--- src/include/dot_cfg.svh ---
`ifndef DOT_CFG_SVH
`define DOT_CFG_SVH

// fraction bits of the Q format shared by operands and result
`define DOT_Q_BITS 10

// the three scaled products are summed at this width and the low word is kept
`define DOT_ACC_BITS 48

// entries in the operand FIFO and in the result FIFO
`define DOT_IN_DEPTH 4
`define DOT_OUT_DEPTH 4

`endif
--- src/rtl/sync_fifo.sv ---
`timescale 1ns/1ps

module sync_fifo #(
    parameter int width = 32,
    parameter int depth = 4
) (
    input  logic             clock,
    input  logic             reset,
    input  logic             wr_en,
    input  logic [width-1:0] din,
    input  logic             rd_en,
    output logic [width-1:0] dout,
    output logic             full,
    output logic             empty
);

    localparam int ptr_bits = (depth > 1) ? $clog2(depth) : 1;
    localparam int count_bits = $clog2(depth + 1);

    logic [width-1:0]      mem [depth];
    logic [ptr_bits-1:0]   wr_ptr;
    logic [ptr_bits-1:0]   rd_ptr;
    logic [count_bits-1:0] count;
    logic                  do_write;
    logic                  do_read;

    // pointers wrap at depth, which need not be a power of two
    function automatic logic [ptr_bits-1:0] next_ptr(logic [ptr_bits-1:0] ptr);
        logic [ptr_bits-1:0] nxt;
        if (ptr == ptr_bits'(depth - 1)) begin
            nxt = '0;
        end else begin
            nxt = ptr + 1'b1;
        end
        return nxt;
    endfunction

    assign full = (count == count_bits'(depth));
    assign empty = (count == '0);

    // a write while full and a read while empty are both ignored
    assign do_write = wr_en && !full;
    assign do_read = rd_en && !empty;

    // show-ahead, so the head entry is visible without a read
    assign dout = mem[rd_ptr];

    always_ff @(posedge clock) begin
        if (do_write) begin
            mem[wr_ptr] <= din;
        end
    end

    always_ff @(posedge clock or posedge reset) begin
        if (reset) begin
            wr_ptr <= '0;
            rd_ptr <= '0;
            count <= '0;
        end else begin
            if (do_write) begin
                wr_ptr <= next_ptr(wr_ptr);
            end
            if (do_read) begin
                rd_ptr <= next_ptr(rd_ptr);
            end
            case ({do_write, do_read})
                2'b10: count <= count + 1'b1;
                2'b01: count <= count - 1'b1;
                default: count <= count;
            endcase
        end
    end

    // the producer is expected to watch full
    assert property (@(posedge clock) disable iff (reset) !(wr_en && full))
        else $error("sync_fifo: write while full is dropped");

    // and the consumer to watch empty
    assert property (@(posedge clock) disable iff (reset) !(rd_en && empty))
        else $error("sync_fifo: read while empty is ignored");

endmodule

--- config.mk ---
export PLATFORM = sky130hd
export DESIGN_NAME = sync_fifo
export DESIGN_NICKNAME = d
export VERILOG_FILES = /design/src/include/dot_cfg.svh /design/src/rtl/sync_fifo.sv
export SDC_FILE = /design/constraint.sdc
export NUM_CORES = 1
export LEC_CHECK = 0
export BUFFER_PORTS_ARGS = -buffer_cell sky130_fd_sc_hd__buf_2
export CAP_MARGIN = 10
export CORE_ASPECT_RATIO = 0.5
export CORE_UTILIZATION = 35
export DETAILED_ROUTE_END_ITERATION = 16
export SKIP_CTS_REPAIR_TIMING = 1
export SLEW_MARGIN = 20
export SYNTH_ARGS = -nofsm -noshare
export SYNTH_HDL_FRONTEND = slang
export SYNTH_SLANG_ARGS = --single-unit
--- constraint.sdc ---
create_clock -name clock -period 2.7 [get_ports clock]
set_clock_uncertainty 0.05 [all_clocks]
set_input_delay 0 -clock clock [delete_from_list [all_inputs] [get_ports clock]]
set_output_delay 0 -clock clock [all_outputs]
set_load 0.1 [all_outputs]
After elaboration in Yosys (flattened, before gate mapping)
Memory sizes are Yosys's and may differ from the RTL's.
Cells that the tools add are included.
Widths: inputs -> output; s select.
{"block": "word_totals", "regBits": 7, "ramBits": 128, "in_bits": 36, "output_inout_bits": 34, "elab_cells": 24, "n_memories": 1}
{"block": "op_classes", "n_addsub": 4, "eq_ne": 5, "n_mux": 5, "reduce_logical": 6}
{"memory": "mem", "words": 4, "width": 32, "read_ports": 1, "rd_ports_with_merged_regs": 0, "write_ports": 1, "line_no": "sync_fifo.sv:20", "text": "logic [width-1:0] mem [depth];"}
{"op": "$eq 2x2->1 const B", "count": 3}
{"op": "$pmux 3 s2", "count": 1}
{"op": "$add 2x1->2 const B", "count": 2}
{"op": "$mux 2", "count": 2}
{"op": "$add 3x1->3 const B", "count": 1}
{"op": "$eq 3x3->1 const B", "count": 1}
{"op": "$logic_not 3->1", "count": 1}
{"op": "$sub 3x1->3 const B", "count": 1}
{"op": "$eq 2x1->1 const B", "count": 1}
{"op": "$logic_and 1x1->1", "count": 2}
{"op": "$logic_not 1->1", "count": 2}
{"op": "$mux 1", "count": 2}
{"op": "$reduce_bool 2->1", "count": 1}

Longest topological paths before layout
Gate-level depths: netlist of run 1.
{"block": "logic_depth", "depth_word": 5, "mapped_depth": 9, "mapped_depth_nobuf": 9}

Worst setup path after synthesis of run 1
OpenSTA, ideal clock, no wires.
{"block": "synth_path", "kind": "register to register", "startpoint": "register count[0]", "endpoint": "register count[2]", "setup_ns": 0.125, "arrival_time_ns": 3.637, "required_ns": 2.525, "slack_ns": -1.112, "path_stages_with_launch": 10, "path_buffers": 0, "period_less_slack_ns": 3.812, "path_cell_list": "dfrtp_1 > nor3_1 > nand2b_1 > inv_1 > ha_1 > inv_1 > fa_1 > xor2_1 > nor2_1 > xor2_1"}
{"block": "synth_between", "elab_chain_cells": 5, "elab_cells_between_ends": 12, "classes_between": "2 x add/sub; 3 x eq/ne; 1 x mux; 6 x reduce/logical"}
{"item": "start, declared", "line_no": "sync_fifo.sv:23", "text": "logic [count_bits-1:0] count;"}
{"item": "start signal, assigned", "line_no": "sync_fifo.sv:67", "text": "2'b10: count <= count + 1'b1;"}
{"item": "start signal, assigned", "line_no": "sync_fifo.sv:68", "text": "2'b01: count <= count - 1'b1;"}
{"item": "start signal, assigned", "line_no": "sync_fifo.sv:69", "text": "default: count <= count;"}
{"item": "$logic_not 3->1 (*)", "line_no": "sync_fifo.sv:39", "text": "assign empty = (count == '0);"}
{"item": "named net empty", "line_no": "sync_fifo.sv:14", "text": "output logic empty"}
{"item": "$logic_not 1->1 (*)", "line_no": "sync_fifo.sv:43", "text": "assign do_read = rd_en && !empty;"}
{"item": "$logic_and 1x1->1 (*)", "line_no": "sync_fifo.sv:43"}
{"item": "named net do_read", "line_no": "sync_fifo.sv:25", "text": "logic do_read;"}
{"item": "$eq 2x1->1 or $eq 2x2->1 (tied branches)", "line_no": "sync_fifo.sv:66", "text": "case ({do_write, do_read})"}
{"item": "$pmux 3 s2 or $reduce_bool 2->1 (tied branches)"}
The timed path passes the listed nets; every way through them passes the cells marked *.
A chain may end at the register's enable or synchronous reset.

Worst setup path after layout of run 1
{"block": "layout_path", "startpoint": "register rd_ptr[0]", "endpoint": "output dout[31]"}
{"block": "layout_between", "elab_chain_cells": 1}
{"item": "start, declared", "line_no": "sync_fifo.sv:22", "text": "logic [ptr_bits-1:0] rd_ptr;"}
{"item": "start signal, assigned", "line_no": "sync_fifo.sv:64", "text": "rd_ptr <= next_ptr(rd_ptr);"}
{"item": "$mem_v2 4x32"}
{"item": "end, declared", "line_no": "sync_fifo.sv:12", "text": "output logic [width-1:0] dout,"}
Every way passes these cells.

==> results of run 1 <==
==> registers in the layout (all words and copies together), names as in the netlist <==
name,count
count,3
mem,128
wr_ptr,2
rd_ptr,2
==> worst max-delay path by stage <==
stage / startpoint / endpoint / slack, ns / cells past startpoint
3_5_place_dp: count[0] / count[2] / 0.66 / 9
6_report: rd_ptr[0] / dout[31] / 0.30 / 3
3_3_place_gp: rd_ptr[0] / dout[1] / 0.70 / 3
2_1_floorplan: count[1] / count[2] / 0.02 / 9
5_1_grt: rd_ptr[0] / dout[31] / 0.14 / 3
4_1_cts: rd_ptr[0] / dout[28] / 0.23 / 3
==> routing by layer <==
metal,part of all wire (%),vias to the layer above
li1,-,1116
met1,45,1260
met2,51,41
met3,3.3,11
met4,1.3,0
met5,0,-
==> Yosys cell counts <==
library cell / number
edfxtp_1: 128
mux4_2: 28
inv_1: 8
dfrtp_1: 7
ha_1: 6
and2_1: 4
mux2_2: 4
mux4_1: 4
buf_12: 3
buf_2: 3
nor2_1: 3
xor2_1: 2
buf_6: 1
clkbuf_1: 1
fa_1: 1
mux2i_1: 1
nand2b_1: 1
nor2b_2: 1
nor3_1: 1
nor3b_2: 1
xnor2_1: 1
==> tightest hold or removal path, cell delays in order <==
cell and delay (ns):
buf_2 0.10, nand2b_1 0.14, mux2_2 0.17
==> per-stage QoR <==
step / utilization (%) / instance area (sq um) / setup slack, ns
2_1_floorplan: - / 5140 / 0.0232
3_3_place_gp: 41.3 / 5750 / 0.703
3_5_place_dp: 41.3 / 5750 / 0.659
4_1_cts: 45.0 / 6270 / 0.233
5_1_grt: 47.4 / 6600 / 0.137
6_report: 47.4 / 6600 / 0.299
==> layout make-up <==
class / count / area [sq um]
clock buffers: 20 / 437
repair buffers: 110 / 786
multi-input cells: 58 / 1000
clock inverters: 10 / 83.8
inverters: 8 / 30.0
well taps: 192 / 240
flip-flops and latches: 135 / 4020
fillers: 1160 / 7330
==> cell families after synthesis <==
| group | synth area share (%) |
|---|---|
| flops | 78.5 |
| mux | 15.4 |
| buf+inv | 2.35 |
| simple gates | 1.34 |
| fa+ha+maj | 1.86 |
| xor+xnor | 0.513 |
==> summary.txt, run 1 <==
Outcome = complete, but fails checks
Failing checks = negative hold slack
R2r startpoint = count[1]
Routed len/inst = 16.7 um
WL final = 8.88 mm
Largest delay share family, worst path = flip-flops
Placed insts = 470
Initial antenna violation count = 0
Antenna Cells = 0
Maximum clock insertion buffer count = 2
Clock Sinks = 135
Fraction of layout cells with a size suffix above 1 = 41.6%
Max-Cap Viols = 0
Most common cell after layout, fill and taps aside = edfxtp_1
Slew of the pin with the lowest slew margin = 0.661 ns
Die Area = 15100 sq um
Crit-path cells = buf_12 -> mux4_1 -> buf_2
Final Hold Viols = 1
Largest fanout on the critical path = 18
Critical path required time = 2.65 ns
CP Class = reg -> out
Final setup fails = 0
Vias = 2428
Relative slew margins = 56.0%
RSZ-0062 raised after global routing = no
R2r endpoint = count[2]
Worst hold path stage count = 3
Final setup TNS = 0 ns
Min Hold Slack = -0.00274 ns
CP arrival = 2.35 ns
Max incr delay on CP = 0.79 ns
Layout Cells excl Fill = 533
# nets final = 373
Fin. max-slew vios = 0
Post-Syn Instances = 209
Worst reg2reg path depth = 9
Htree depth = 4
Fin crit share = 88.9%
Post-DP HPWL = 5.77 mm
Mapped Area = 5120 sq um
Most frequent cells in the layout = 128 x edfxtp_1, 69 x buf_2, 33 x dlygate4sd3_1, 28 x mux4_2, 17 x clkbuf_16
Global Route met1 Usage = 15.1%
Leading cell types by total area after synthesis = edfxtp_1 75%, mux4_2 12%, dfrtp_1 3.4%
Initial Util = 36.8%
Remaining DRCs = 0
Worst path bufs/invs = 2
GRT Max-Usage Layer = met2
Met2 global-route usage = 21.7%
Die Wd = 173 um
Global-route wire length before repair = 13.6 mm
Grt ovf = 0
F_max = 417 MHz
CTS buffer count = 17
Worst skew pair latency = 0.41 ns
Hold endpoint = rd_ptr[0]
Syn_nets = 252
DR iter-0 viols = 124
Gr usage total = 12.6%
Vias in the first global route = 2509
Sequential area share after synthesis = 78.5%
Hold Path Origin = rd_en
Area share of the largest cell type after synthesis = 75.1%
Row count = 30
Syn Area/Cell = 24.5 sq um
Crit end category = primary output
Yosys cell types = 21
Period minus WS final = 2.40 ns
Die Y = 87.5 um
IO Port Bufs = 69
Core Area = 13900 sq um
Clock-pin slew on the worst setup and hold paths = 0.05 ns
Area grow syn2layout = 28.9%
Global Route met3 Usage = 4.10%
Router iterations before antenna repair = 4
Via density = 4.56
Post-route ant nets = 0
Slowest-stage cell, CP = dfrtp_2
Largest net degree at the start of global routing = 24
Synthesized flop and latch total = 135
CTS tree = yes
Routability cong. = 0.661
CP Launch Type = register
CTS root buf = clkbuf_16
FF-to-FF setup slack = 0.69 ns
Hold Crit Class = in -> reg
Yosys warns = 0
Boundary pin count = 70
Yosys top cell by area = edfxtp_1
Power of run 1 is not shown: default switching activity piles up to over one toggle a cycle in this logic, so the estimate is an artifact.
==> run 2: changes to the inputs <==
==> constraint.sdc (replaced) <==
create_clock -name clock -period 2.7 [get_ports clock]
set_clock_uncertainty 0.05 [all_clocks]
set_input_delay 0.54 -clock clock [delete_from_list [all_inputs] [get_ports clock]]
set_output_delay 0.54 -clock clock [all_outputs]
set_load 0.1 [all_outputs]
==> run 2 against run 1 <==
  * The flow now finishes without violations
  * Highest routed layer unchanged
  * Wire length rose by 0.11%
  * Critical path depth unchanged
  * Utilization increased by 1.6 points
  * Sequential share of layout area is 2.0 points lower
  * Clock-buffer cell count down 2
  * Critical path type unchanged
  * Maximum frequency decreased by 6.3%
  * Non-clock buffer count down 32
==> summary.txt, run 2 (synthesis results as in run 1) <==
# nets final = 341
Largest fanout on the critical path = 21
Die Area = 15100 sq um
CP arrival = 1.97 ns
Max incr delay on CP = 0.66 ns
Die Y = 87.5 um
Max-Cap Viols = 0
F_max = 390 MHz
Post-DP HPWL = 5.91 mm
Post-route ant nets = 0
Max reg flops = 128
Boundary pin count = 70
Core Area = 13900 sq um
Remaining DRCs = 0
Clock-pin slew on the worst setup and hold paths = 0.05 ns
Fraction of layout cells with a size suffix above 1 = 46.0%
Outcome = complete, no violations
Hold Crit Class = in -> async
CTS root buf = clkbuf_16
Fin crit share = 94.9%
Period minus WS final = 2.56 ns
Antenna Cells = 0
Router iterations before antenna repair = 4
Initial Util = 36.8%
Global-route wire length before repair = 13.7 mm
Crit end category = primary output
Die Wd = 173 um
Clock Sinks = 135
Slew of the pin with the lowest slew margin = 0.484 ns
Relative slew margins = 68.0%
Grt ovf = 0
Most common cell after layout, fill and taps aside = edfxtp_1
CP Class = reg -> out
Vias in the first global route = 2566
Most frequent cells in the layout = 128 x edfxtp_1, 37 x buf_2, 36 x buf_12, 28 x mux4_2, 17 x clkbuf_16
Final setup fails = 0
Via density = 4.56
Maximum clock insertion buffer count = 2
IO Port Bufs = 69
Fillcell total = 1105
Routed len/inst = 17.7 um
CTS buffer count = 17
Critical path required time = 2.11 ns
Biggest register = mem
Slowest-stage cell, CP = mux4_1
Initial antenna violation count = 0
DR iter-0 viols = 130
Crit-path cells = buf_4 -> mux4_1 -> buf_12
Final Hold Viols = 0
Htree depth = 4
Routability cong. = 0.685
Area grow syn2layout = 33.4%
Biggest regs = mem (128), count (3)
Worst skew pair latency = 0.40 ns
Largest net degree at the start of global routing = 29
Vias = 2292
RSZ-0062 raised after global routing = no
Gr usage total = 12.7%
Fin. max-slew vios = 0
CP Launch Type = register
Final setup TNS = 0 ns
WL final = 8.89 mm
Row count = 30
CTS tree = yes
[run 2: area by class of cell]
cell class | instances | area [sq um] | share of cell area, %
well taps | 192 | 240 | 3.52
inverters | 8 | 30.0 | 0.440
clock inverters | 14 | 163 | 2.38
flip-flops and latches | 135 | 4020 | 58.9
repair buffers | 78 | 943 | 13.8
clock buffers | 18 | 429 | 6.28
multi-input cells | 58 | 1000 | 14.7
[run 2: worst max-delay path: cells and delay by family (launching register included)]
kind,cells,cell delay (ns)
flops,1,0.36
buf+inv,2,0.54
mux,1,0.66
[run 2: stage by stage]
step	area (sq um)	utilization, %	cells	setup slack, ns	hold slack [ns]
after global placement	6240	44.8	471	0.548	0.443
after global routing	6830	49.0	503	0.00135	0.0273
after detailed placement	6240	44.8	471	0.536	0.453
final	6830	49.0	503	0.137	0.0225
after CTS	6830	49.0	503	0.0858	0.0139
after floorplan	5140	-	209	0.0232	0.293
[run 2: path summary, 6_finish.rpt]
path	to	depth (start not counted)	slack [ns]	from
worst max-delay path	dout[2]	3	0.14	rd_ptr[0]
worst min-delay path	rd_ptr[0]	2	0.02	reset
worst max register to register	count[2]	9	0.62	count[0]
worst min register to register	count[2]	1	0.52	count[2]
max in group asynchronous	rd_ptr[0]	2	2.33	reset
min in group clock	mem[2][11]	1	0.30	din[11]
[run 2: metal layers]
metal	track usage (%)	vias to the layer above	wire length [um]
met3	5.37	4	356
met4	4.59	0	63
li1	-	1051	-
met2	22.8	48	4890
met5	0	-	0
met1	13.7	1189	3580
Power of run 2 is left out for the same reason.
